[src/proc_cfg.svh]
`ifndef PROC_CFG_SVH
`define PROC_CFG_SVH

// Width of data words and of instruction words
`define PROC_DATA_W 16

// Register file entries
// r0 is hardwired to zero
`define PROC_REGS 8

// Instruction memory words
`define PROC_IMEM_DEPTH 64

// Data memory words, addressed by the low 8 result bits
`define PROC_DMEM_DEPTH 256

// Program counter width
// Wraps at the instruction memory depth
`define PROC_PC_W 6

`endif
[src/proc_pkg.sv]
`default_nettype none

package proc_pkg;

  // Operation codes in the top five bits of a word
  // Codes not listed here behave as NOP
  typedef enum logic [4:0] {
    OP_NOP  = 5'd0,
    OP_ADD  = 5'd1,
    OP_SUB  = 5'd2,
    OP_AND  = 5'd3,
    OP_OR   = 5'd4,
    OP_XOR  = 5'd5,
    OP_ADDI = 5'd6,
    OP_LD   = 5'd7,
    OP_ST   = 5'd8,
    OP_OUT  = 5'd9,
    OP_HLT  = 5'd10
  } opcode_e;

  // Controller states, one per instruction phase
  typedef enum logic [2:0] {
    IDLE      = 3'd0,
    FETCH     = 3'd1,
    DECODE    = 3'd2,
    EXECUTE   = 3'd3,
    MEMORY    = 3'd4,
    WRITEBACK = 3'd5,
    HALT      = 3'd6
  } stage_e;

  // Register format
  typedef struct packed {
    opcode_e    op;
    logic [2:0] dest;
    logic [2:0] src;
    logic [2:0] src2;
    logic [1:0] unused;
  } r_fmt_t;

  // Immediate format, 5-bit signed offset in the low bits
  typedef struct packed {
    opcode_e    op;
    logic [2:0] dest;
    logic [2:0] src;
    logic [4:0] imm;
  } i_fmt_t;

  // Same word, two decodings
  typedef union packed {
    r_fmt_t r_fmt;
    i_fmt_t i_fmt;
  } instr_u;

  // Condition codes
  typedef struct packed {
    logic zero;
    logic neg;
    logic carry;
  } flags_t;

  // ALU-type ops, ADD through ADDI
  // These write a register and update the flags
  function automatic logic op_is_alu(opcode_e op);
    return (op >= OP_ADD) && (op <= OP_ADDI);
  endfunction

endpackage

`default_nettype wire

[src/proc_bus_if.sv]
`default_nettype none

`include "proc_cfg.svh"

interface proc_bus_if;

  import proc_pkg::*;

  // Decoded operation, held from decode until the next decode
  opcode_e                        op;
  logic [$clog2(`PROC_REGS)-1:0]  dest;
  logic [`PROC_DATA_W-1:0]        opa;
  logic [`PROC_DATA_W-1:0]        opb;
  // Value of the destination register, used by ST only
  logic [`PROC_DATA_W-1:0]        store_data;
  // Register write needed at write-back
  logic                           wr_reg;

  // ALU output or memory address
  logic [`PROC_DATA_W-1:0]        result;

  modport dec (output op, dest, opa, opb, store_data, wr_reg);
  modport exe (input op, opa, opb, output result);
  modport mem (input op, dest, result, store_data, wr_reg);
  // Sequencer only looks at HLT
  modport ctl (input op);

endinterface

`default_nettype wire

[src/multicycle_ctrl.sv]
`default_nettype none

module multicycle_ctrl (
  input  logic             clk,
  input  logic             rst,
  input  logic             start,
  proc_bus_if.ctl          bus,
  output proc_pkg::stage_e stage,
  output logic             busy,
  output logic             halted
);

  import proc_pkg::*;

  stage_e next_stage;

  // Five phases per instruction
  always_comb
  begin
    case (stage)
      // Start strobe only counts here
      IDLE:      next_stage = start ? FETCH : IDLE;
      FETCH:     next_stage = DECODE;
      DECODE:    next_stage = EXECUTE;
      EXECUTE:   next_stage = MEMORY;
      MEMORY:    next_stage = WRITEBACK;
      // HLT parks the core after its own write-back
      WRITEBACK: next_stage = (bus.op == OP_HLT) ? HALT : FETCH;
      HALT:      next_stage = HALT;
      default:   next_stage = IDLE;
    endcase
  end

  always_ff @(posedge clk or posedge rst)
  begin
    if (rst)
    begin
      stage <= IDLE;
    end
    else
    begin
      stage <= next_stage;
    end
  end

  // Status
  assign busy   = (stage != IDLE) && (stage != HALT);
  assign halted = (stage == HALT);

  // Only reset gets out of halt
  a_halt_sticky : assert property (@(posedge clk) disable iff (rst)
    stage == HALT |=> stage == HALT);

endmodule

`default_nettype wire

[src/flat_wrapper.sv]
// flat-port wrapper written by rule: the top's interface ports become plain ports
module multicycle_ctrl_flat import proc_pkg::*;
  (clk, rst, start, stage, busy, halted, bus_op);
  proc_bus_if bus_i ();
  input  logic clk;
  input  logic rst;
  input  logic start;
  output proc_pkg::stage_e stage;
  output logic busy;
  output logic halted;
  input wire logic [$bits(bus_i.op)-1:0] bus_op;
  assign bus_i.op = bus_op;
  multicycle_ctrl u_core (.clk(clk), .rst(rst), .start(start), .bus(bus_i), .stage(stage), .busy(busy), .halted(halted));
endmodule
[config.mk]
export PLATFORM = sky130hd
export DESIGN_NAME = multicycle_ctrl_flat
export DESIGN_NICKNAME = d
export VERILOG_FILES = /design/src/proc_pkg.sv /design/src/proc_bus_if.sv /design/src/multicycle_ctrl.sv /design/src/flat_wrapper.sv
export VERILOG_INCLUDE_DIRS = /design/src
export SDC_FILE = /design/constraint.sdc
export NUM_CORES = 1
export LEC_CHECK = 0
export BUFFER_PORTS_ARGS = -buffer_cell sky130_fd_sc_hd__buf_2
export CAP_MARGIN = 15
export CORE_AREA = 4 4 41 43
export DETAILED_ROUTE_END_ITERATION = 8
export DIE_AREA = 0 0 45 47
export GPL_TIMING_DRIVEN = 0
export HOLD_SLACK_MARGIN = 0.05
export PLACE_DENSITY = 0.39
export SLEW_MARGIN = 20
export SYNTH_ARGS = -nofsm -noshare
export SYNTH_HDL_FRONTEND = slang
export SYNTH_SLANG_ARGS = --single-unit
[constraint.sdc]
create_clock -name clk -period 3 [get_ports clk]
set_clock_uncertainty 0.2 [all_clocks]
set_input_delay 0.45 -clock clk [delete_from_list [all_inputs] [get_ports clk]]
set_output_delay 0.45 -clock clk [all_outputs]
set_load 0.005 [all_outputs]
* Word-level counts from Yosys, hierarchy flattened
Cells that the tools add are included. Widths: inputs -> output; s select.
Word-level totals: latch bits 0, memories 0, bits in registers 3, bits of input ports 8, ROM bits 0, bits in writable memories 0, output and inout bits 5
Operators by class: magnitude comparators 0, equality and inequality tests 8, reduce and logical (&&, ||, !) cells 3, $add $sub $neg 0, muxes and demuxes 3, divide/modulo/power cells 0, multiply operators 0, shift operators 0, bitwise logic cells 0
Operators with widths (count):
- $pmux 3 s7 | 1
- $eq 3x3->1 const B | 3
- $eq 3x2->1 const B | 2
- $eq 5x4->1 const B | 1
- $eq 3x1->1 const B | 1
- $logic_not 3->1 | 1
- $mux 3 | 1
- $ne 3x3->1 const B | 1
- $reduce_bool 3->1 | 1
- $logic_and 1x1->1 | 1
- $mux 1 | 1

* Longest topological paths before layout
depth after elaboration 3, mapped depth 3

* Least setup slack after synthesis
No wires, ideal clock.
path kind register -> output, start point register u_core.stage[2], end point output port busy, path buffers 0, stages on the path, launching flop included 3, arrival 0.913 ns, slack 1.437 ns, path through dfrtp_1 nor2b_1 or3_1
On the way: cells in the longest elaborated chain, start to end 2
Ends and longest elaborated chain:
- start: declaration | line multicycle_ctrl.sv:8 | output proc_pkg::stage_e stage,
- start signal: assignment | line multicycle_ctrl.sv:42 | stage <= next_stage;
- $ne 3x3->1 / $reduce_bool 3->1 (equally long branches) | line multicycle_ctrl.sv:47 | assign busy = (stage != IDLE) && (stage != HALT);
- $logic_and 1x1->1 * | line multicycle_ctrl.sv:47
- end: declaration | line flat_wrapper.sv:9 | output logic busy;
Mark *: on every way between the ends. The rest lies on a longest branch, timed or not.

* Worst setup path after layout
Ends and elaborated chain as after synthesis.

==> insert_results.sql <==
INSERT INTO impl_metrics (metric_group, metric, value, unit) VALUES
('status', 'run_status', 'complete, no violations', ''),
('sta', 'final_period_minus_worst_setup_slack', '1960', 'ps'),
('critical_path', 'data_required_critical_path', '2350', 'ps'),
('final_layout', 'drive_gt1_frac', '0.459', ''),
('clock_network', 'cts_buffers', '3', ''),
('power', 'cellLeakagePower', '0.152', 'nW'),
('final_layout', 'area_added_between_synthesis_and_finish', '63.4', '%'),
('logic_synthesis', 'synth_compound_gate_area_share', '0.241', ''),
('placed_design', 'detailed_place.area', '260', 'um^2'),
('detailed_routing', 'routed_wl', '514', 'um'),
('logic_synthesis', 'synth_area_in_xor_xnor', '0', ''),
('placed_design', 'preCtsSetupSlack', '1290', 'ps'),
('sta', 'setup-violations-final', '0', ''),
('logic_synthesis', 'ffs_w_async_s_r_synth', '1.00', ''),
('critical_path', 'critical_path.endpoint_type', 'output port', ''),
('global_routing', 'grt_pass1_vias', '224', ''),
('clock_network', 'clk_pin_slew', '40', 'ps'),
('clock_network', 'cts.path.max_buffers', '2', ''),
('clock_network', 'holdBufCountCts', '1', ''),
('critical_path', 'critical-path-top-delay-family', 'simple AND/OR/NAND/NOR gates', ''),
('logic_synthesis', 'synth-seq-area-share', '0.414', ''),
('critical_path', 'worstPathCellList', 'nor2b_1 -> or3_1 -> buf_2', ''),
('sta', 'relSlewSlack', '0.842', ''),
('placed_design', 'place.gp.congestion', '0.648', ''),
('clock_network', 'cts-htree-levels', '1', ''),
('sta', 'timing.final.ws_setup', '1040', 'ps'),
('sta', 'timing_hold_violations_final', '0', ''),
('logic_synthesis', 'synthAdderAreaFrac', '0', ''),
('final_layout', 'finish.instance_area', '297', 'um^2'),
('flow_run', 'timing.max_cap.violations', '0', ''),
('critical_path', 'highest_cell_delay_on_the_worst_timing_path', '420', 'ps'),
('hold_path', 'worstHoldPathType', 'reg2reg', ''),
('logic_synthesis', 'synthTopCellsByCount', '4 x nor2_1, 3 x dfrtp_1, 2 x inv_1', ''),
('sta', 'period_share', '0.654', ''),
('clock_network', 'cts-root-buf', 'clkbuf_4', ''),
('final_layout', 'final_core_util', '0.228', ''),
('logic_synthesis', 'synthesis.nets', '28', ''),
('logic_synthesis', 'synth_top_cell_area_share', '0.414', ''),
('final_layout', 'layout_top_registers', 'u_core.stage x3', ''),
('clock_network', 'post-cts-setup-buffer-count', '0', ''),
('critical_path', 'timing.critical_path.from_type', 'flop', ''),
('die', 'die_width', '45', 'um'),
('placed_design', 'detailed_place_hpwl', '425', 'um'),
('logic_synthesis', 'cell_area_after_synthesis', '181', 'um^2'),
('final_layout', 'nets', '46', ''),
('critical_path', 'crit_start', 'u_core.stage[2]', ''),
('die', 'fp-row-count', '13', ''),
('die', 'die-area', '0.00212', 'mm^2'),
('critical_path', 'crit_slowest_cell', 'dfrtp_1', ''),
('logic_synthesis', 'dominantRegCellSynth', 'dfrtp_1', ''),
('die', 'start_util', '0.139', ''),
('logic_synthesis', 'syn_inst', '20', ''),
('sta', 'worst_hold_slack', '404', 'ps'),
('logic_synthesis', 'ys.warnings.count', '0', ''),
('critical_path', 'worst-path-max-fanout', '7', ''),
('logic_synthesis', 'synth_area_leaders', 'dfrtp_1 41%, nor2_1 8.3%, o31ai_2 6.9%, a22o_1 4.8%, a2bb2oi_1 4.8%', ''),
('placed_design', 'buffer_ports.inserted', '12', ''),
('logic_synthesis', 'postSynthRegisterBits', '3', ''),
('logic_synthesis', 'post_synth_and_or_nand_nor_area_fraction', '0.303', ''),
('die', 'die_y', '47', 'um'),
('critical_path', 'critical_path.reg2reg.startpoint', 'u_core.stage[1]', ''),
('clock_network', 'clkSinkCount', '3', ''),
('clock_network', 'cts.repair.resized', '0', ''),
('logic_synthesis', 'largest_family_of_logic_cells_by_synthesized_area', 'simple AND/OR/NAND/NOR gates', ''),
('final_layout', 'largest_reg_flops', '3', ''),
('power', 'irDropWorstVdd', '180', 'uV'),
('clock_network', 'worstSkewPairLatency', '230', 'ps'),
('global_routing', 'gr-usage-all-layers', '0.0649', ''),
('hold_path', 'holdCritStartpoint', 'u_core.stage[2]', ''),
('global_routing', 'grt_first_pass_wirelength', '924', 'um'),
('final_layout', 'antennaDiodeCount', '0', '');
-- layer usage --
layer,routed length (um),GRT usage,share of wire
met1,207,0.0709,0.40
met2,215,0.0904,0.42
met3,91,0.0268,0.18
met4,0,0.0702,0
met5,0,0,0
-- placed cells by master (no fill, tap or decap) --
cell           synthesis  routed
dfrtp_1                3       3
a22o_1                 1       1
inv_1                  2       2
nor2b_1                1       1
buf_2                  0      12
clkbuf_1               0       1
o21ai_0                1       1
a31o_2                 1       1
or3_1                  1       1
nor3_1                 1       1
o31ai_2                1       1
or2b_1                 1       1
and2_1                 1       1
or3b_1                 1       1
clkbuf_4               0       3
nor2_1                 4       4
a2bb2oi_1              1       1
dlygate4sd3_1          0       1
-- path summary, 6_finish.rpt --
check,endpoint,slack [ps],cells after the start
setup / recovery,busy,1040,3
hold / removal,u_core.stage[2],400,1
setup reg to reg,u_core.stage[2],1870,3
hold reg to reg,u_core.stage[2],400,1
max in group asynchronous,u_core.stage[0],2040,3
min in group asynchronous,u_core.stage[2],430,3
-- final cells by class --
class | count | area (um^2) | area share
Clock buffer | 4 | 26.3 | 0.0886
Inverter | 2 | 7.51 | 0.0253
Multi-Input combinational cell | 15 | 98.8 | 0.333
Sequential cell | 3 | 75.1 | 0.253
Tap cell | 15 | 18.8 | 0.0633
Timing Repair Buffer | 13 | 70.1 | 0.236
-- where the power goes --
group / leakage [nW] / switching (mW) / internal, mW / total, mW
combinational: 0.100 / 0.0463 / 0.0656 / 0.112
sequential: 0.0373 / 0.0315 / 0.0600 / 0.0916
clock: 0.0150 / 0.0206 / 0.0498 / 0.0704
-- kinds of logic after synthesis --
| logic type | after synthesis |
|---|---|
| flops | 3 |
| buf+inv | 2 |
| simple gates | 10 |
| compound gates | 5 |
-- per-stage QoR --
step	std cells	power [mW]
2_1_floorplan	20	0.155
3_3_place_gp	47	0.204
3_5_place_dp	47	0.205
4_1_cts	52	0.281
5_1_grt	52	0.300
6_report	52	0.274
No activity file was read; power rests on OpenSTA's default activity.
