===== src/proc_cfg.svh =====
`ifndef PROC_CFG_SVH
`define PROC_CFG_SVH

// Width of data words and of instruction words
`define PROC_DATA_W 16

// Register file entries
// r0 is hardwired to zero
`define PROC_REGS 8

// Instruction memory words
`define PROC_IMEM_DEPTH 64

// Data memory words, addressed by the low 8 result bits
`define PROC_DMEM_DEPTH 256

// Program counter width
// Wraps at the instruction memory depth
`define PROC_PC_W 6

`endif

===== src/proc_pkg.sv =====
`default_nettype none

package proc_pkg;

  // Operation codes in the top five bits of a word
  // Codes not listed here behave as NOP
  typedef enum logic [4:0] {
    OP_NOP  = 5'd0,
    OP_ADD  = 5'd1,
    OP_SUB  = 5'd2,
    OP_AND  = 5'd3,
    OP_OR   = 5'd4,
    OP_XOR  = 5'd5,
    OP_ADDI = 5'd6,
    OP_LD   = 5'd7,
    OP_ST   = 5'd8,
    OP_OUT  = 5'd9,
    OP_HLT  = 5'd10
  } opcode_e;

  // Controller states, one per instruction phase
  typedef enum logic [2:0] {
    IDLE      = 3'd0,
    FETCH     = 3'd1,
    DECODE    = 3'd2,
    EXECUTE   = 3'd3,
    MEMORY    = 3'd4,
    WRITEBACK = 3'd5,
    HALT      = 3'd6
  } stage_e;

  // Register format
  typedef struct packed {
    opcode_e    op;
    logic [2:0] dest;
    logic [2:0] src;
    logic [2:0] src2;
    logic [1:0] unused;
  } r_fmt_t;

  // Immediate format, 5-bit signed offset in the low bits
  typedef struct packed {
    opcode_e    op;
    logic [2:0] dest;
    logic [2:0] src;
    logic [4:0] imm;
  } i_fmt_t;

  // Same word, two decodings
  typedef union packed {
    r_fmt_t r_fmt;
    i_fmt_t i_fmt;
  } instr_u;

  // Condition codes
  typedef struct packed {
    logic zero;
    logic neg;
    logic carry;
  } flags_t;

  // ALU-type ops, ADD through ADDI
  // These write a register and update the flags
  function automatic logic op_is_alu(opcode_e op);
    return (op >= OP_ADD) && (op <= OP_ADDI);
  endfunction

endpackage

`default_nettype wire


===== src/proc_bus_if.sv =====
`default_nettype none

`include "proc_cfg.svh"

interface proc_bus_if;

  import proc_pkg::*;

  // Decoded operation, held from decode until the next decode
  opcode_e                        op;
  logic [$clog2(`PROC_REGS)-1:0]  dest;
  logic [`PROC_DATA_W-1:0]        opa;
  logic [`PROC_DATA_W-1:0]        opb;
  // Value of the destination register, used by ST only
  logic [`PROC_DATA_W-1:0]        store_data;
  // Register write needed at write-back
  logic                           wr_reg;

  // ALU output or memory address
  logic [`PROC_DATA_W-1:0]        result;

  modport dec (output op, dest, opa, opb, store_data, wr_reg);
  modport exe (input op, opa, opb, output result);
  modport mem (input op, dest, result, store_data, wr_reg);
  // Sequencer only looks at HLT
  modport ctl (input op);

endinterface

`default_nettype wire


===== src/mem_writeback.sv =====
`default_nettype none

`include "proc_cfg.svh"

module mem_writeback (
  input  logic                          clk,
  input  logic                          rst,
  input  proc_pkg::stage_e              stage,
  proc_bus_if.mem                       bus,
  output logic                          wb_we,
  output logic [$clog2(`PROC_REGS)-1:0] wb_addr,
  output logic [`PROC_DATA_W-1:0]       wb_data,
  output logic                          out_valid,
  output logic [`PROC_DATA_W-1:0]       out_data
);

  import proc_pkg::*;

  localparam int DMEM_AW = $clog2(`PROC_DMEM_DEPTH);

  // Data store, not cleared by reset
  logic [`PROC_DATA_W-1:0] dmem [`PROC_DMEM_DEPTH];
  logic [`PROC_DATA_W-1:0] ld_data;
  logic [DMEM_AW-1:0]      addr;

  // Upper result bits ignored, address wraps at 256
  assign addr = bus.result[DMEM_AW-1:0];

  // Memory access
  always_ff @(posedge clk)
  begin
    if (stage == MEMORY)
    begin
      if (bus.op == OP_ST)
      begin
        dmem[addr] <= bus.store_data;
      end
      // Read every memory phase, used by LD only
      ld_data <= dmem[addr];
    end
  end

  // Output port
  // Set up in the memory phase so the strobe covers write-back
  always_ff @(posedge clk or posedge rst)
  begin
    if (rst)
    begin
      out_valid <= 1'b0;
      out_data  <= '0;
    end
    else
    begin
      out_valid <= (stage == MEMORY) && (bus.op == OP_OUT);
      if (stage == MEMORY && bus.op == OP_OUT)
      begin
        out_data <= bus.result;
      end
    end
  end

  // Write-back selection
  assign wb_we   = (stage == WRITEBACK) && bus.wr_reg;
  assign wb_addr = bus.dest;
  assign wb_data = (bus.op == OP_LD) ? ld_data : bus.result;

  // Strobe must line up with the sequencer's write-back phase
  a_out_phase : assert property (@(posedge clk) disable iff (rst)
    out_valid |-> stage == WRITEBACK);

endmodule

`default_nettype wire


===== src/flat_wrapper.sv =====
// flat-port wrapper written by rule: the top's interface ports become plain ports
module mem_writeback_flat import proc_pkg::*;
  (clk, rst, stage, wb_we, wb_addr, wb_data, out_valid, out_data, bus_op, bus_dest, bus_result, bus_store_data, bus_wr_reg);
  proc_bus_if bus_i ();
  input  logic clk;
  input  logic rst;
  input  proc_pkg::stage_e stage;
  output logic wb_we;
  output logic [$clog2(`PROC_REGS)-1:0] wb_addr;
  output logic [`PROC_DATA_W-1:0] wb_data;
  output logic out_valid;
  output logic [`PROC_DATA_W-1:0] out_data;
  input wire logic [$bits(bus_i.op)-1:0] bus_op;
  input wire logic [$bits(bus_i.dest)-1:0] bus_dest;
  input wire logic [$bits(bus_i.result)-1:0] bus_result;
  input wire logic [$bits(bus_i.store_data)-1:0] bus_store_data;
  input wire logic [$bits(bus_i.wr_reg)-1:0] bus_wr_reg;
  assign bus_i.op = bus_op;
  assign bus_i.dest = bus_dest;
  assign bus_i.result = bus_result;
  assign bus_i.store_data = bus_store_data;
  assign bus_i.wr_reg = bus_wr_reg;
  mem_writeback u_core (.clk(clk), .rst(rst), .stage(stage), .bus(bus_i), .wb_we(wb_we), .wb_addr(wb_addr), .wb_data(wb_data), .out_valid(out_valid), .out_data(out_data));
endmodule

===== config.mk =====
export PLATFORM = sky130hd
export DESIGN_NAME = mem_writeback_flat
export DESIGN_NICKNAME = d
export VERILOG_FILES = /design/src/proc_pkg.sv /design/src/proc_bus_if.sv /design/src/mem_writeback.sv /design/src/flat_wrapper.sv
export VERILOG_INCLUDE_DIRS = /design/src
export SDC_FILE = /design/constraint.sdc
export NUM_CORES = 2
export LEC_CHECK = 0
export BUFFER_PORTS_ARGS = -buffer_cell sky130_fd_sc_hd__buf_2
export CAP_MARGIN = 0
export CORE_MARGIN = 4
export CORE_UTILIZATION = 55
export DETAILED_ROUTE_END_ITERATION = 10
export GPL_TIMING_DRIVEN = 0
export PLACE_DENSITY = 0.78
export SYNTH_ARGS = -nofsm -noshare
export SYNTH_HDL_FRONTEND = slang
export SYNTH_SLANG_ARGS = --single-unit

===== constraint.sdc =====
create_clock -name clk -period 4.44 [get_ports clk]
set_input_delay 0.888 -clock clk [delete_from_list [all_inputs] [get_ports clk]]
set_output_delay 0.888 -clock clk [all_outputs]
set_load 0.05 [all_outputs]

Word-level counts from Yosys, hierarchy flattened
Memories as Yosys holds them, arrays and structs flattened. A register that Yosys moved wholly into a read port is not among the register bits.
Cells that the tools add are included.
- flip-flop bits (word level): 17
- memory bits (writable): 4096
- input port bits: 46
- output and inout port bits: 37
- logic and storage cells: 14
- memories: 1
- equal/unequal tests: 5
- multiplexer cells: 4
- reduce and logical (&&, ||, !) cells: 2
- memory list (name ; words ; bits a word ; read ports ; clocked after memory_dff ; write ports ; line ; RTL):
    u_core.dmem ; 256 ; 16 ; 1 ; 1 ; 1 ; mem_writeback.sv:22 ; logic [`PROC_DATA_W-1:0] dmem [`PROC_DMEM_DEPTH];
- operator list (cell ; count):
    $mux 16 ; 1
    $eq 5x4->1 const B ; 2
    $eq 3x3->1 const B ; 2
    $eq 5x3->1 const B ; 1
    $mux 1 ; 3
    $logic_and 1x1->1 ; 2

Depth between registers and ports, before layout
- depth after elaboration: 4
- gate-level depth with buffers: 9
- mapped depth without buffers: 5

Least setup slack after synthesis
OpenSTA, ideal clock, no wires.
- path type: input to register
- start: input port stage[1]
- end: memory u_core.dmem[184][0] (netlist bit), enable pin
- arrival: 4020 ps
- path slack: 31 ps
- stages on the path: 6
- buffers on the path: 1
- path through: nor3b_1 nand3_1 nor3_1 nand2_1 clkbuf_1 nor2_1
- cells in the longest elaborated chain, start to end: 3
- ends and longest elaborated chain (element ; line ; RTL):
    start: declaration ; flat_wrapper.sv:7 ; input proc_pkg::stage_e stage;
    $eq 3x3->1 ; mem_writeback.sv:32 ; if (stage == MEMORY)
    $mux 1 ; mem_writeback.sv:32 ;
    $mux 1 (not written as such) ; mem_writeback.sv:36 ; dmem[addr] <= bus.store_data;
    end: declaration ; mem_writeback.sv:22 ;
Every way passes these cells.

==> results by group <==
Synthesis
  • Synth top area share: 79.0%
  • Syn Nets: 6848
  • Mean Syn Cell Area: 23.0 um^2
  • Register area share after synthesis: 79.3%
  • Main synth FF type: edfxtp_1
  • Synth area leaders: edfxtp_1 (79%), mux4_2 (15%), a22oi_1 (2.5%)
  • Synth Register Bits: 4129
  • Async SR Flop Fraction: 0.412%
  • Syn. warnings: 0
  • Post-synth top area cell: edfxtp_1
  • Unique masters post-synth: 26
  • Most common cell in the netlist: edfxtp_1
  • Post-synth top cells: edfxtp_1 (4112), mux4_2 (1024), a22oi_1 (512), nor2_1 (262), a21oi_1 (256)
  • Mapped cell area: 156000 um^2
  • Post-synth EDFFs: 4112
  • Mapped Cells: 6802

Global routing
  • Global-route wire length before repair: 642000 um
  • Initial antenna violation count: 36
  • Grt ovf: 0
  • GRT Overall Usage: 31.4%
  • Vias in the first global route: 81594
  • Maximum number of pins on one net before global-route repair: 152

Setup path
  • Type of origin of the critical path: input pin
  • Worst Setup Path Type: in2reg
  • Req. time, crit path: 4.95 ns
  • Worst endpoint data arrival time: 5.49 ns
  • Critical Path End Type: flop
  • Crit-path max FO: 11

Cells and area
  • Final Net Count: 7445
  • Util after Layout: 62.9%
  • Share of cells above drive strength 1: 29.4%
  • Synth-to-Final Area Change: 13.7%
  • Non-Filler Instances: 11461

Floorplan
  • Die H: 541 um
  • Rows: 195
  • DIE AREA: 293000 um^2
  • Die width: 541 um
  • IO Pins: 83
  • Placeable Area: 283000 um^2
  • Starting Density: 55.3%

Routing
  • Vias: 82481
  • Drc violations: 0
  • Wire length per cell: 40.2 um
  • Post-DRT Antenna Nets: 0
  • Initial DRT Pass Iterations: 7
  • Initial DRC count: 15850
  • Vias per cell: 7.20
  • WL final: 461000 um

STA
  • Tightest Pin Transition: 1.39 ns
  • Final worst path period share: 112%
  • Slew Limit Headroom: 7.03%
  • Fmax: 0.201 GHz
  • Minimum clock period: 4.97 ns
  • Setup ws final: -0.534 ns
  • Setup Total Neg Slack: -103.58 ns
  • Max-slew violations: 0
  • Fin. Hold Viols: 0
  • Hold_ws: 0.0329 ns
  • Final setup fails: 930
  • Unrepaired setup endpoints after global routing: true
  • Fin Clk Skew: 0.0626 ns

Placed design
  • Number of port buffers: 77
  • Cells after DPL: 10757
  • Placer Congestion: 1.03
  • Post-DP HPWL: 273000 um

Clock network
  • CTS root buf: clkbuf_16
  • Setup Buffers After CTS: 0
  • Clock slew at reported path FFs: 0.07 ns
  • CTS Buf Count: 387
  • Clock insertion delay at the later pin of the skew report: 0.94 ns
  • H-Tree Depth: 5
  • Clk sinks: 4129
  • CTS tree: yes
  • Max clock buf depth: 4

Min path
  • Worst min-delay path class: in2async

Power and ir drop
  • P_leak: 54.3 nW
  • Net switching power: 17.3 mW
  • Cell-internal power: 62.0 mW
  • Cell area power density: 447 nW/um^2
  • Worst VDD drop: 0.359 mV
  • Logic gate share of total power: 5.2%
  • Clock power share: 40.8%
  • Sequential fraction of design power: 54.0%
  • Switching share of power: 21.9%

Run status
  • Failing checks: negative setup slack
  • Status: finished, violations left

Job
  • Max_cap viols: 0
[layout make-up]
type                            count  area [um^2]
Sequential cell                  4129       124000
Fill cell                       17368       105000
Multi-Input combinational cell   2251        32100
Clock buffer                      463        10100
Tap cell                         3743         4680
Timing Repair Buffer              213         2960
Buffer                            414         1990
Clock inverter                    232         1940
Antenna cell                       13         32.5
Inverter                            3         11.3
[sequential cells by signal (all words and copies together) (netlist names)]
name and cells:
u_core.dmem 4096, u_core.out_data 16, u_core.ld_data 16, u_core.out_valid 1
[stage by stage]
stage               setup slack, ns  cell area (um^2)  total power, mW
floorplan                    0.0311            156000             45.6
global placement              -4.09            161000             47.5
detailed placement            -2.57            165000             47.5
CTS                          -0.182            177000             79.1
global route                 -0.162            178000             81.1
finish                       -0.534            178000             79.4
[placed cells by master, fill, tap and decap left out, types with 5 or more instances in the layout]
cell type	n
clkinv_8	5
nand2_4	8
buf_2	132
bufinv_16	29
a22oi_1	512
clkbuf_4	10
clkbuf_1	278
clkbuf_16	393
buf_1	41
nor2_4	96
buf_16	35
buf_6	28
buf_8	86
nand4_1	17
nand2_2	9
clkinv_1	93
o41ai_4	9
dfrtp_1	17
diode_2	13
edfxtp_1	4112
clkbuf_2	35
nor2_2	157
buf_4	40
o41ai_1	23
nand2_1	58
clkinvlp_4	11
mux4_2	1024
inv_6	9
nor2b_1	6
clkinv_2	82
mux2_2	16
nand3_1	6
nor2_1	9
buf_12	11
o41ai_2	32
a21oi_1	256
[worst max-delay path, cell delays in order]
cell and delay, ns:
buf_2 0.19, nor2b_1 0.16, clkbuf_2 0.37, clkbuf_2 0.71
clkbuf_1 0.58, a22oi_1 0.49, a21oi_1 0.29, o41ai_1 1.19
nand4_1 0.58
[per-layer routing]
layer	part of all wire, %	global-route usage, %	up-vias
met4	7.0	17.7	38
met5	0.12	0.230	-
met1	31	39.8	42294
met3	16	12.6	1474
met2	46	46.4	8182
li1	-	-	30493
[path summary, 6_finish.rpt]
kind                                     startpoint                  end  slack [ns]  depth (start not counted)
worst max-delay path                  bus_result[2]    u_core.ld_data[3]       -0.53                          9
worst min-delay path                            rst  u_core.out_data[15]        0.03                          2
worst max register to register  u_core.dmem[183][3]    u_core.ld_data[3]        0.65                          5
worst min register to register   u_core.out_data[1]   u_core.out_data[1]        0.48                          2
max in group asynchronous                       rst   u_core.out_data[3]        3.96                          2
min in group clk                     bus_result[12]  u_core.out_data[12]        0.16                          3
[power by group through the flow]
stage / sequential [mW] / clock, mW / combinational [mW]
6_report: 42.9 / 32.4 / 4.11
5_1_grt: 42.8 / 34.1 / 4.16
4_1_cts: 42.9 / 32.3 / 3.92
3_5_place_dp: 43.7 / 0 / 3.82
3_3_place_gp: 43.9 / 0 / 3.58
2_1_floorplan: 43.8 / 0 / 1.83
[kinds of logic (layout without fill, tap and decap cells)]
group | Yosys count | after routing | synth area share (%)
mux | 1040 | 1040 | 14.9
other cells | 0 | 13 | 0
compound gates | 833 | 833 | 3.64
simple gates | 378 | 378 | 0.973
buf+inv | 422 | 1325 | 1.23
flops | 4129 | 4129 | 79.3
[repair_timing]
item	4_1_cts	5_1_grt
cloned	0	0
setup endpoints to repair	3735	1199
endpoints found under the hold margin	0	0
resized for setup	181	56
hold buffers	0	0
No activity file was read; power rests on OpenSTA's default activity.
