### src/proc_cfg.svh
`ifndef PROC_CFG_SVH
`define PROC_CFG_SVH

// Width of data words and of instruction words
`define PROC_DATA_W 16

// Register file entries
// r0 is hardwired to zero
`define PROC_REGS 8

// Instruction memory words
`define PROC_IMEM_DEPTH 64

// Data memory words, addressed by the low 8 result bits
`define PROC_DMEM_DEPTH 256

// Program counter width
// Wraps at the instruction memory depth
`define PROC_PC_W 6

`endif
### src/proc_pkg.sv
`default_nettype none

package proc_pkg;

  // Operation codes in the top five bits of a word
  // Codes not listed here behave as NOP
  typedef enum logic [4:0] {
    OP_NOP  = 5'd0,
    OP_ADD  = 5'd1,
    OP_SUB  = 5'd2,
    OP_AND  = 5'd3,
    OP_OR   = 5'd4,
    OP_XOR  = 5'd5,
    OP_ADDI = 5'd6,
    OP_LD   = 5'd7,
    OP_ST   = 5'd8,
    OP_OUT  = 5'd9,
    OP_HLT  = 5'd10
  } opcode_e;

  // Controller states, one per instruction phase
  typedef enum logic [2:0] {
    IDLE      = 3'd0,
    FETCH     = 3'd1,
    DECODE    = 3'd2,
    EXECUTE   = 3'd3,
    MEMORY    = 3'd4,
    WRITEBACK = 3'd5,
    HALT      = 3'd6
  } stage_e;

  // Register format
  typedef struct packed {
    opcode_e    op;
    logic [2:0] dest;
    logic [2:0] src;
    logic [2:0] src2;
    logic [1:0] unused;
  } r_fmt_t;

  // Immediate format, 5-bit signed offset in the low bits
  typedef struct packed {
    opcode_e    op;
    logic [2:0] dest;
    logic [2:0] src;
    logic [4:0] imm;
  } i_fmt_t;

  // Same word, two decodings
  typedef union packed {
    r_fmt_t r_fmt;
    i_fmt_t i_fmt;
  } instr_u;

  // Condition codes
  typedef struct packed {
    logic zero;
    logic neg;
    logic carry;
  } flags_t;

  // ALU-type ops, ADD through ADDI
  // These write a register and update the flags
  function automatic logic op_is_alu(opcode_e op);
    return (op >= OP_ADD) && (op <= OP_ADDI);
  endfunction

endpackage

`default_nettype wire

### src/proc_bus_if.sv
`default_nettype none

`include "proc_cfg.svh"

interface proc_bus_if;

  import proc_pkg::*;

  // Decoded operation, held from decode until the next decode
  opcode_e                        op;
  logic [$clog2(`PROC_REGS)-1:0]  dest;
  logic [`PROC_DATA_W-1:0]        opa;
  logic [`PROC_DATA_W-1:0]        opb;
  // Value of the destination register, used by ST only
  logic [`PROC_DATA_W-1:0]        store_data;
  // Register write needed at write-back
  logic                           wr_reg;

  // ALU output or memory address
  logic [`PROC_DATA_W-1:0]        result;

  modport dec (output op, dest, opa, opb, store_data, wr_reg);
  modport exe (input op, opa, opb, output result);
  modport mem (input op, dest, result, store_data, wr_reg);
  // Sequencer only looks at HLT
  modport ctl (input op);

endinterface

`default_nettype wire

### src/reg_decode.sv
`default_nettype none

`include "proc_cfg.svh"

module reg_decode (
  input  logic                          clk,
  input  logic                          rst,
  input  proc_pkg::stage_e              stage,
  input  proc_pkg::instr_u              instr,
  input  logic                          wb_we,
  input  logic [$clog2(`PROC_REGS)-1:0] wb_addr,
  input  logic [`PROC_DATA_W-1:0]       wb_data,
  proc_bus_if.dec                       bus
);

  import proc_pkg::*;

  logic [`PROC_DATA_W-1:0] rf [`PROC_REGS];
  logic [`PROC_DATA_W-1:0] imm_ext;
  logic [`PROC_DATA_W-1:0] opb_sel;

  // Immediate view, sign extended
  assign imm_ext = {{(`PROC_DATA_W-5){instr.i_fmt.imm[4]}}, instr.i_fmt.imm};

  // Second operand
  // Register view for reg-reg ops, immediate view for ADDI, LD, ST
  always_comb
  begin
    case (instr.r_fmt.op)
      OP_ADD, OP_SUB, OP_AND, OP_OR, OP_XOR: opb_sel = rf[instr.r_fmt.src2];
      OP_ADDI, OP_LD, OP_ST:                 opb_sel = imm_ext;
      default:                               opb_sel = '0;
    endcase
  end

  // Register file with write-back port
  // r0 is never written so it keeps reading zero
  always_ff @(posedge clk or posedge rst)
  begin
    if (rst)
    begin
      for (int i = 0; i < `PROC_REGS; i++)
      begin
        rf[i] <= '0;
      end
    end
    else if (stage == WRITEBACK && wb_we && wb_addr != '0)
    begin
      rf[wb_addr] <= wb_data;
    end
  end

  // Decoded control fields
  always_ff @(posedge clk or posedge rst)
  begin
    if (rst)
    begin
      bus.op     <= OP_NOP;
      bus.wr_reg <= 1'b0;
    end
    else if (stage == DECODE)
    begin
      bus.op     <= instr.r_fmt.op;
      // ALU results and loads go back to the register file
      bus.wr_reg <= op_is_alu(instr.r_fmt.op) || instr.r_fmt.op == OP_LD;
    end
  end

  // Operand latch
  always_ff @(posedge clk)
  begin
    if (stage == DECODE)
    begin
      bus.dest       <= instr.i_fmt.dest;
      bus.opa        <= rf[instr.i_fmt.src];
      bus.opb        <= opb_sel;
      // Store data comes from the dest field
      bus.store_data <= (instr.r_fmt.op == OP_ST) ? rf[instr.i_fmt.dest] : '0;
    end
  end

  // Write-back request only from the output side in its own phase
  a_wb_phase : assert property (@(posedge clk) disable iff (rst)
    wb_we |-> stage == WRITEBACK);

endmodule

`default_nettype wire

### src/flat_wrapper.sv
// flat-port wrapper written by rule: the top's interface ports become plain ports
module reg_decode_flat import proc_pkg::*;
  (clk, rst, stage, instr, wb_we, wb_addr, wb_data, bus_op, bus_dest, bus_opa, bus_opb, bus_store_data, bus_wr_reg);
  proc_bus_if bus_i ();
  input  logic clk;
  input  logic rst;
  input  proc_pkg::stage_e stage;
  input  proc_pkg::instr_u instr;
  input  logic wb_we;
  input  logic [$clog2(`PROC_REGS)-1:0] wb_addr;
  input  logic [`PROC_DATA_W-1:0] wb_data;
  output wire logic [$bits(bus_i.op)-1:0] bus_op;
  output wire logic [$bits(bus_i.dest)-1:0] bus_dest;
  output wire logic [$bits(bus_i.opa)-1:0] bus_opa;
  output wire logic [$bits(bus_i.opb)-1:0] bus_opb;
  output wire logic [$bits(bus_i.store_data)-1:0] bus_store_data;
  output wire logic [$bits(bus_i.wr_reg)-1:0] bus_wr_reg;
  assign bus_op = bus_i.op;
  assign bus_dest = bus_i.dest;
  assign bus_opa = bus_i.opa;
  assign bus_opb = bus_i.opb;
  assign bus_store_data = bus_i.store_data;
  assign bus_wr_reg = bus_i.wr_reg;
  reg_decode u_core (.clk(clk), .rst(rst), .stage(stage), .instr(instr), .wb_we(wb_we), .wb_addr(wb_addr), .wb_data(wb_data), .bus(bus_i));
endmodule
### config.mk
export PLATFORM = sky130hd
export DESIGN_NAME = reg_decode_flat
export DESIGN_NICKNAME = d
export VERILOG_FILES = /design/src/proc_pkg.sv /design/src/proc_bus_if.sv /design/src/reg_decode.sv /design/src/flat_wrapper.sv
export VERILOG_INCLUDE_DIRS = /design/src
export SDC_FILE = /design/constraint.sdc
export NUM_CORES = 1
export LEC_CHECK = 0
export CAP_MARGIN = 0
export CORE_UTILIZATION = 50
export CTS_CLUSTER_DIAMETER = 50
export DETAILED_ROUTE_END_ITERATION = 7
export DONT_BUFFER_PORTS = 1
export SYNTH_ARGS = -nofsm -noshare
export SYNTH_HDL_FRONTEND = slang
export SYNTH_SLANG_ARGS = --single-unit
### constraint.sdc
create_clock -name clk -period 10.65 [get_ports clk]
set_input_delay 0.5325 -clock clk [delete_from_list [all_inputs] [get_ports clk]]
set_output_delay 0.5325 -clock clk [all_outputs]
set_load 0.05 [all_outputs]
Word-level counts from Yosys, hierarchy flattened
Index checks and enable logic that the tools add are counted.

word-level totals
  register bits after elaboration = 185
  input bits = 41
  output and inout port bits = 57
  logic and storage cells = 56

cells by class
  magnitude comparators = 7
  equal/unequal tests = 10
  muxes and demuxes = 13
  bitwise logic cells = 4
  reductions and logical operators = 8

operators with widths
  kind                count
  $bmux 16 s3         3
  $bwmux 128          1
  $mux 16             7
  $demux 16 s3        1
  $pmux 16 s2         1
  $eq 5x3->1 const B  4
  $ge 4x4->1 const B  4
  $not 3->4           4
  $eq 5x2->1 const B  2
  $eq 5x1->1 const B  1
  $eq 5x4->1 const B  1
  $ge 5x1->1 const B  1
  $le 5x3->1 const B  1
  $reduce_or 5->1     1
  $logic_and 1x1->1   4
  $lt 4x1->1 const B  1
  $eq 3x2->1 const B  1
  $eq 3x3->1 const B  1
  $reduce_bool 3->1   1
  $reduce_or 3->1     1
  $logic_or 1x1->1    1

Longest topological paths before layout
Gate-level depths: netlist of the first run.

  word-level depth = 6
  depth in mapped cells = 6
  depth with buffers taken out = 3

Worst setup path after synthesis of the first run
OpenSTA, ideal clock, no wires.

  path type = input to register
  start point = in stage[0]
  end point = reg u_core.bus.op[0]
  library setup time = 0.125 ns
  data arrival time = 3.246 ns
  slack = 7.279 ns
  stages on the path = 2
  buffers on the path = 0
  cell sequence = nor3b_2 -> mux2_2

on the way
  longest elaborated chain between the ends = 1

ends and longest elaborated chain
  element             RTL line           RTL
  start: declaration  flat_wrapper.sv:7  input proc_pkg::stage_e stage;
  $eq 3x2->1          reg_decode.sv:61   else if (stage == DECODE)
  end: declaration    proc_bus_if.sv:22  modport dec (output op, dest, opa, opb, store_data, wr_reg);

Every way passes these cells.
A chain may end at the register's enable or synchronous reset.

Worst setup path after layout of the first run
  start point = in stage[1]
  end point = reg u_core.rf[21] in the netlist's numbering

on the way
  longest elaborated chain between the ends = 3

ends and longest elaborated chain
  element                         RTL line          RTL
  $eq 3x3->1                      reg_decode.sv:47  else if (stage == WRITEBACK && wb_we && wb_addr != '0)
  $logic_and 1x1->1 (2 in a row)  reg_decode.sv:47
  end signal: indexed assignment  reg_decode.sv:49  rf[wb_addr] <= wb_data;
  end: declaration                reg_decode.sv:18  logic [`PROC_DATA_W-1:0] rf [`PROC_REGS];

Every way passes these cells.

==> flow_summary_export.csv, run 1 <==
group,metric,value,unit
worst_setup_path,crit_type,"primary input to flop",
logic_synthesis,syn_area,9760,µm²
sta,period_minus_slack,1750,ps
pwr,vdd_drop_max,0.115,mV
drt,via_per_inst,6.35,
logic_synthesis,yosysUniqueCellTypes,37,
global_routing,grt_pass1_vias,5710,
worst_setup_path,ff2ff_setup_slack,9090,ps
finish,layout_commonest_cell,"mux2_2",
drt,ant_nets,0,
cts,numClockSinks,185,
drt,remaining_drc_errors,0,
sta,hold_viol,0,
sta,rsz0062_at_grt,"no",
logic_synthesis,synth_nets,653,
worst_setup_path,arrival,2060,ps
global_routing,globalRouteOverflowTotal,0,
logic_synthesis,ys_warn_count,0,
worst_setup_path,endpoint_kind,"flop",
finish,diodes,0,
finish,top_register,"u_core.rf",
logic_synthesis,yosysSeqAreaShare,50.1,%
global_routing,antenna_found_initial,0,
finish,most-common-layout-cells,"142 x mux2_2, 134 x dfrtp_1, 73 x mux4_2",
cts,path_clk_slew,70,ps
finish,largest_reg_flops,128,
pwr,power_density,168,nW/µm²
logic_synthesis,synth_cells,612,
floorplanning,ios,98,
placed_design,gp_congestion,0.749,
job,drv_cap,0,
worst_setup_path,r2r_start,"u_core.rf[2]",
run_status,status,"finished, final reports clean",
worst_setup_path,path_delay_family,"simple AND/OR/NAND/NOR gates",
floorplanning,core_region_area,18900,µm²
min_path,hold_path_class,"primary input to async pin",
finish,drive_gt1_share,45.6,%
cts,cts_buffer_depth,2,
worst_setup_path,critPathBufInv,0,
drt,via_count,5388,
finish,syn2layout_area_growth,6.73,%
worst_setup_path,cp-start-kind,"primary input",
drt,drt_iter0_drc,328,
worst_setup_path,required,10950,ps
placed_design,dp_hpwl,13700,µm
floorplanning,die_x,142,µm
sta,setup_violations,0,
floorplanning,fp.dieH,142,µm
logic_synthesis,synth_seq_cells,185,
sta,period_share,16.4,%
floorplanning,dieArea,20100,µm²
sta,final.setup.tns,0,ps
pwr,p_leak,4.36,nW
drt,drtPass1Iterations,4,
cts,cts_tree,"done",
cts,hold_buffers,0,
cts,cts_root_buf,"clkbuf_16",
finish,multiInputGateArea,4540,µm²
drt,wl_per_cell,26.3,µm
finish,nets,616,
logic_synthesis,syn_avg_cell_area,15.9,µm²
sta,holdWs,147,ps
cts,numCtsBuffers,17,
finish,seqCellArea,4880,µm²
sta,fmax,571,MHz
finish,fillers,1582,
drt,routed_wl,22300,µm
worst_setup_path,timing.rr.end,"u_core.bus.opb[2]",
floorplanning,num_rows,50,
sta,relSlewSlack,28.4,%
cts,cts_setup_buffers,0,
worst_setup_path,crit_slowest_cell,"nor3_4",
cts,clkLatencyLatePin,430,ps
cts,ctsHtreeMaxLevel,4,
global_routing,grtUsageTotal,23.9,%
worst_setup_path,worstRegToRegCells,3,
cts,cts_resized,0,
global_routing,grt_pass1_wl,34600,µm
worst_setup_path,crit_chain,"nand4b_4 -> nor3_4 -> mux2_2",
sta,clock_skew,8.88,ps
global_routing,grt_max_degree,72,
worst_setup_path,critPathMaxStageDelay,890,ps
placed_design,io_buffers,0,
sta,tightest_slew,1070,ps
floorplanning,start_util,51.6,%
sta,drv_slew,0,
worst_setup_path,crit_fanout,16,
==> cell type report <==
| type | count | area share, % |
|---|---|---|
| Timing Repair Buffer | 6 | 0.433 |
| Sequential cell | 185 | 46.9 |
| Inverter | 2 | 0.0961 |
| Clock inverter | 5 | 0.517 |
| Multi-Input combinational cell | 363 | 43.6 |
| Tap cell | 260 | 3.12 |
| Clock buffer | 27 | 5.35 |
==> logic make-up (layout without fill, tap and decap cells) <==
kind of cell / count (synthesis) / after routing / share of synthesized area (%)
AO/OA/AOI/OAI: 44 / 44 / 3.59
AND/OR/NAND/NOR: 50 / 50 / 3.98
flip-flops: 185 / 185 / 50.1
multiplexers: 269 / 269 / 38.8
buffers and inverters: 64 / 40 / 3.55
==> Yosys cell counts, drive strengths merged <==
library cell | instances | area, µm²
a2111o | 1 | 11.3
a2111oi | 1 | 8.76
a22oi | 18 | 135
a31o | 7 | 61.3
a32o | 4 | 40.0
and2 | 1 | 6.26
and3b | 1 | 8.76
and4b | 1 | 10.0
buf | 40 | 257
clkbuf | 22 | 82.6
dfrtp | 134 | 3350
edfxtp | 51 | 1530
inv | 2 | 7.51
mux2 | 144 | 1620
mux2i | 52 | 521
mux4 | 73 | 1640
nand2 | 3 | 11.3
nand2b | 5 | 31.3
nand3 | 1 | 17.5
nand4 | 1 | 21.3
nand4b | 3 | 71.3
nor2 | 24 | 90.1
nor2b | 3 | 18.8
nor3 | 3 | 26.3
nor3b | 1 | 12.5
nor4b | 3 | 62.6
o211a | 1 | 10.0
o211ai | 1 | 7.51
o21a | 1 | 7.51
o22ai | 5 | 31.3
o31ai | 5 | 37.5
==> stage by stage <==
step | utilization, % | total power, W | instance area (µm²) | worst slack (ps) | cells
finish | 55.1 | 0.00175 | 10400 | 8900 | 848
global route | 55.1 | 0.00182 | 10400 | 8690 | 848
CTS | 55.1 | 0.00177 | 10400 | 8890 | 848
detailed placement | 51.9 | 0.00113 | 9800 | 8430 | 816
global placement | 51.9 | 0.00111 | 9800 | 8500 | 816
floorplan | - | 0.00110 | 9760 | 6530 | 612
==> metal layers <==
layer | GRT usage (%) | vias to the layer above | wire length [µm] | part of all wire, %
li1 | - | 2331 | - | -
met1 | 32.8 | 2863 | 9910 | 44
met2 | 38.3 | 163 | 10900 | 49
met3 | 4.45 | 31 | 1050 | 4.7
met4 | 8.04 | 0 | 397 | 1.8
met5 | 0 | - | 0 | 0
==> how the worst max path moves through the flow <==
stage,start,slack (ps),cells after the start,endpoint
floorplan,rst,6530,1,u_core.bus.op[0]
global placement,rst,8500,2,u_core.rf[83]
detailed placement,stage[1],8430,3,u_core.rf[19]
CTS,stage[1],8890,3,u_core.rf[21]
global route,rst,8690,2,u_core.rf[49]
finish,stage[1],8900,3,u_core.rf[21]
==> power breakdown <==
part           internal [W]  switching (W)
combinational      0.000142      0.0000685
sequential         0.000801       0.000100
clock              0.000383       0.000258
==> worst reg2reg max path: stages, from the launching register on <==
cell and delay [ps]:
dfrtp_1 410, mux4_2 500, nand2b_1 160, a32o_1 240
No activity file was read; power rests on OpenSTA's default activity.
==> run 2: changes to the inputs <==
--- a/config.mk
+++ b/config.mk
@@ -11,6 +11,7 @@
 export CTS_CLUSTER_DIAMETER = 50
 export DETAILED_ROUTE_END_ITERATION = 7
 export DONT_BUFFER_PORTS = 1
+export PLACE_DENSITY = 0.68
 export SYNTH_ARGS = -nofsm -noshare
 export SYNTH_HDL_FRONTEND = slang
 export SYNTH_SLANG_ARGS = --single-unit
==> constraint.sdc (replaced) <==
create_clock -name clk -period 1.6 [get_ports clk]
set_input_delay 0.08 -clock clk [delete_from_list [all_inputs] [get_ports clk]]
set_output_delay 0.08 -clock clk [all_outputs]
set_load 0.05 [all_outputs]
==> run 2 against run 1 <==
  * Worst hold slack got worse by 130 ps
  * Die area did not move
  * Sequential cell count did not move
  * Largest power group unchanged
  * Highest routed layer unchanged
==> flow_summary_export.csv, run 2 (synthesis results as in run 1) <==
group,metric,value,unit
finish,syn2layout_area_growth,12.2,%
drt,routed_wl,22800,µm
floorplanning,ios,98,
placed_design,placed_cells,830,
global_routing,grtUsageTotal,24.5,%
sta,relSlewSlack,57.3,%
global_routing,globalRouteOverflowTotal,0,
drt,dr_wl_met3,1130,µm
pwr,switchingPower,0.00300,W
finish,largest_reg_flops,128,
cts,ctsHtreeMaxLevel,4,
worst_setup_path,timing.rr.end,"u_core.bus.opb[2]",
placed_design,dp_hpwl,13800,µm
worst_setup_path,worstRegToRegCells,3,
drt,wl_per_cell,25.5,µm
finish,seqCellArea,4880,µm²
placed_design,io_buffers,0,
cts,cts_setup_buffers,0,
finish,most-common-layout-cells,"142 x mux2_2, 134 x dfrtp_1, 73 x mux4_2",
sta,hold_viol,0,
finish,stdcell_count,894,
floorplanning,num_rows,50,
finish,top_register,"u_core.rf",
worst_setup_path,cp-start-kind,"flop",
cts,cts_buffer_depth,2,
floorplanning,core_region_area,18900,µm²
drt,wl_met2,11600,µm
cts,path_clk_slew,70,ps
pwr,intPower,0.00884,W
pwr,power_frac_clock,36.0,%
finish,diodes,0,
drt,routedLengthMet1,9820,µm
finish,multiInputGateArea,4540,µm²
drt,ant_nets,0,
global_routing,antenna_found_initial,0,
cts,cts_tree,"done",
drt,drtPass1Iterations,4,
floorplanning,dieArea,20100,µm²
min_path,whs_path_depth,3,
job,drv_cap,0,
drt,via_per_inst,6.28,
finish,drive_gt1_share,45.3,%
finish,nets,662,
run_status,status,"finished, final reports clean",
floorplanning,fp.dieH,142,µm
finish,fillers,1490,
worst_setup_path,ff2ff_setup_slack,70,ps
worst_setup_path,crit_type,"flop to flop",
sta,rsz0062_at_grt,"no",
placed_design,gp_congestion,0.790,
sta,period_minus_slack,1530,ps
global_routing,grt_pass1_vias,5956,
min_path,whs_endpoint,"u_core.bus.wr_reg",
pwr,power_density,1080,nW/µm²
cts,clkLatencyLatePin,430,ps
cts,numClockSinks,185,
drt,via_count,5610,
global_routing,grt_max_degree,87,
sta,period_share,95.3,%
drt,drt_iter0_drc,305,
drt,routed.top_layer,"met4",
cts,numCtsBuffers,17,
sta,final.setup.tns,0,ps
global_routing,grt_pass1_wl,35800,µm
worst_setup_path,required,1780,ps
worst_setup_path,r2r_start,"u_core.rf[18]",
cts,cts_root_buf,"clkbuf_16",
placed_design,dp_slack,101,ps
drt,remaining_drc_errors,0,
sta,postLayoutSetupSlackWorst,74.9,ps
worst_setup_path,arrival,1710,ps
sta,fmax,656,MHz
finish,layout_commonest_cell,"mux2_2",
floorplanning,start_util,51.6,%
sta,setup_violations,0,
pwr,vdd_drop_max,0.742,mV
pwr,switching_share,25.3,%
pwr,p_leak,4.59,nW
worst_setup_path,crit_fanout,4,
floorplanning,die_x,142,µm
sta,tightest_slew,641,ps
pwr,pwr-share-comb,13.3,%
pwr,p_total,0.0118,W
min_path,worstHoldStart,"instr[13]",
sta,drv_slew,0,
worst_setup_path,endpoint_kind,"flop",
sta,clock_skew,6.23,ps
pwr,seqPwrFrac,50.7,%
min_path,hold_path_class,"primary input to flop",
## run 2: routing by layer
layer,vias up,GRT usage [%]
met2,161,40.2
met1,3003,32.6
met4,0,9.11
met5,-,0
met3,23,4.69
li1,2423,-
## run 2: worst max-delay path by stage
stage                  startpoint  cells past startpoint           endpoint
global route        u_core.rf[49]                      3  u_core.bus.opb[1]
detailed placement   u_core.rf[1]                      3  u_core.bus.opb[1]
global placement     u_core.rf[3]                      3  u_core.bus.opb[3]
finish              u_core.rf[18]                      3  u_core.bus.opb[2]
CTS                  u_core.rf[2]                      3  u_core.bus.opb[2]
floorplan                stage[1]                      2   u_core.bus.op[0]
## run 2: worst max-delay path: stages, from the launching register on
cell and delay, ps:
dfrtp_1 410, mux4_2 460, nand2b_1 150, a32o_1 250
## run 2: repair_timing
item,in CTS,in global routing
hold buffers,32,0
hold endpoints to repair,294,0
setup endpoints to repair,0,0
resized for setup,0,0
## run 2: final cells by class
cell class                      instances  share of cell area (%)
Clock inverter                         14                    1.42
Clock buffer                           18                    4.01
Multi-Input combinational cell        363                    41.5
Tap cell                              260                    2.97
Sequential cell                       185                    44.6
Timing Repair Buffer                   52                    5.40
Inverter                                2                   0.103
## run 2: through the flow
stage	hold slack (ps)	area [µm²]	util [%]
after floorplan	179	9770	-
after detailed placement	144	10000	53.0
final	18.9	10900	57.9
after global placement	134	10000	53.0
after global routing	7.18	10900	57.9
after CTS	1.44	10900	57.9
## run 2: power groups by stage
stage	Sequential [W]	Clock [W]	Combinational, W
global route	0.00606	0.00457	0.00170
global placement	0.00602	0	0.00140
finish	0.00600	0.00426	0.00158
CTS	0.00599	0.00435	0.00159
floorplan	0.00595	0	0.00137
detailed placement	0.00608	0	0.00144
==> run 3: changes to the inputs <==
--- a/config.mk
+++ b/config.mk
@@ -11,6 +11,7 @@
 export CTS_CLUSTER_DIAMETER = 50
 export DETAILED_ROUTE_END_ITERATION = 7
 export DONT_BUFFER_PORTS = 1
+export HOLD_SLACK_MARGIN = 0.1
 export PLACE_DENSITY = 0.68
 export SYNTH_ARGS = -nofsm -noshare
 export SYNTH_HDL_FRONTEND = slang
==> run 3 against run 2 <==
  * Clock power is essentially flat
  * Worst hold slack gained 51 ps
  * Die area is the same
  * Via count grew 4.8%
  * Sequential power is essentially flat
  * Worst setup slack lost 16 ps
  * Maximum frequency shrank 1.0%
  * First-iteration DRC count shrank 8.2%
  * Final area grew 3.9%
  * Critical path depth is the same
  * Power grew 1.9%
==> flow_summary_export.csv, run 3 (synthesis results as in run 1) <==
group,metric,value,unit
sta,period_share,96.3,%
drt,drt_iter0_drc,280,
worst_setup_path,crit_slowest_cell,"mux4_2",
pwr,vdd_drop_max,0.755,mV
sta,hold_viol,0,
worst_setup_path,timing.rr.end,"u_core.bus.opb[1]",
sta,tightest_slew,643,ps
cts,cts_root_buf,"clkbuf_16",
drt,remaining_drc_errors,0,
drt,drtPass1Iterations,6,
cts,path_clk_slew,70,ps
cts,cts_tree,"done",
sta,fmax,649,MHz
finish,nets,704,
drt,ant_nets,0,
cts,numCtsBuffers,17,
worst_setup_path,critPathMaxStageDelay,470,ps
finish,diodes,0,
cts,cts_buffer_depth,2,
floorplanning,num_rows,50,
worst_setup_path,ff2ff_setup_slack,60,ps
finish,largest_reg_flops,128,
worst_setup_path,required,1790,ps
worst_setup_path,crit_chain,"mux4_2 -> nand2b_1 -> a32o_1",
job,drv_cap,0,
finish,drive_gt1_share,43.8,%
floorplanning,die_x,142,µm
worst_setup_path,cp-start-kind,"flop",
placed_design,dp_hpwl,13800,µm
sta,drv_slew,0,
floorplanning,dieArea,20100,µm²
floorplanning,ios,98,
placed_design,gp_congestion,0.790,
sta,relSlewSlack,57.1,%
sta,final.setup.tns,0,ps
drt,via_per_inst,6.28,
drt,wl_per_cell,25.5,µm
global_routing,grt_pass1_vias,6150,
sta,rsz0062_at_grt,"no",
cts,numClockSinks,185,
cts,ctsHtreeMaxLevel,4,
worst_setup_path,worstRegToRegCells,3,
finish,top_register,"u_core.rf",
pwr,power_density,1060,nW/µm²
drt,via_count,5877,
global_routing,globalRouteOverflowTotal,0,
global_routing,grt_pass1_wl,37000,µm
min_path,whs_endpoint,"u_core.bus.opa[10]",
finish,syn2layout_area_growth,16.5,%
worst_setup_path,crit_type,"flop to flop",
floorplanning,core_region_area,18900,µm²
worst_setup_path,arrival,1730,ps
worst_setup_path,crit_fanout,4,
global_routing,grt_max_degree,87,
cts,clkLatencyLatePin,430,ps
sta,setup_violations,0,
worst_setup_path,endpoint_kind,"flop",
drt,routed_wl,23900,µm
min_path,whs_path_depth,2,
min_path,worstHoldStart,"instr[5]",
sta,postLayoutSetupSlackWorst,58.8,ps
sta,period_minus_slack,1540,ps
finish,most-common-layout-cells,"142 x mux2_2, 134 x dfrtp_1, 73 x mux4_2",
worst_setup_path,r2r_start,"u_core.rf[1]",
run_status,status,"finished, final reports clean",
floorplanning,start_util,51.6,%
floorplanning,fp.dieH,142,µm
finish,layout_commonest_cell,"mux2_2",
pwr,p_leak,4.83,nW
placed_design,io_buffers,0,
global_routing,grtUsageTotal,25.4,%
min_path,hold_path_class,"primary input to flop",
global_routing,antenna_found_initial,0,
placed_design,dp_slack,101,ps
sta,clock_skew,8.05,ps
==> run 3: changes by cell type in the layout (fill, tap and decap cells not counted), sizes merged <==
cell and change:
dlygate4sd3 +32, buf +9, dlymetal6s4s +1
==> run 3: worst max path at each step <==
stage	from	to	slack (ps)	cells after the start
after floorplan	stage[1]	u_core.bus.op[0]	-530	2
after global placement	u_core.rf[3]	u_core.bus.opb[3]	140	3
after detailed placement	u_core.rf[1]	u_core.bus.opb[1]	100	3
after CTS	wb_addr[2]	u_core.rf[38]	10	5
after global routing	u_core.rf[49]	u_core.bus.opb[1]	9	3
final	u_core.rf[1]	u_core.bus.opb[1]	60	3
==> run 3: repair_timing <==
item,CTS,global route
setup endpoints to repair,0,10
hold buffers,65,3
endpoints found under the hold margin,323,15
gates resized for setup,0,1
setup buffers,0,7
==> run 3: cell type report <==
type	count	area [µm²]
Timing Repair Buffer	94	1020
Clock inverter	14	155
Clock buffer	18	439
Sequential cell	185	4880
Inverter	2	11.3
Multi-Input combinational cell	363	4540
Tap cell	260	325
Fill cell	1461	7520
==> run 3: layer usage <==
| layer | up-vias | track usage [%] | share of wire, % |
|---|---|---|---|
| met5 | - | 0 | 0 |
| met2 | 175 | 41.6 | 50 |
| met3 | 31 | 5.40 | 4.7 |
| met4 | 0 | 9.45 | 2.0 |
| met1 | 3165 | 33.3 | 43 |
| li1 | 2506 | - | - |
==> run 3: metrics by stage <==
step	std cells	hold WS (ps)	total power (W)	util, %	cell area [µm²]
after floorplan	612	179	0.00732	-	9770
final	936	69.5	0.0121	60.2	11400
after global placement	830	134	0.00742	53.0	10000
after detailed placement	830	144	0.00752	53.0	10000
after global routing	936	52.3	0.0125	60.2	11400
after CTS	927	32.6	0.0121	59.7	11300
==> run 3: power by group <==
group          switching [W]  internal [W]
combinational       0.000627       0.00115
clock                0.00181       0.00248
sequential          0.000668       0.00533
total                0.00310       0.00896
==> run 3: critical path: cells and delay by family, from the launching register on <==
kind            cells  cell delay [ps]
mux                 1              470
compound gates      1              260
simple gates        1              160
flops               1              410
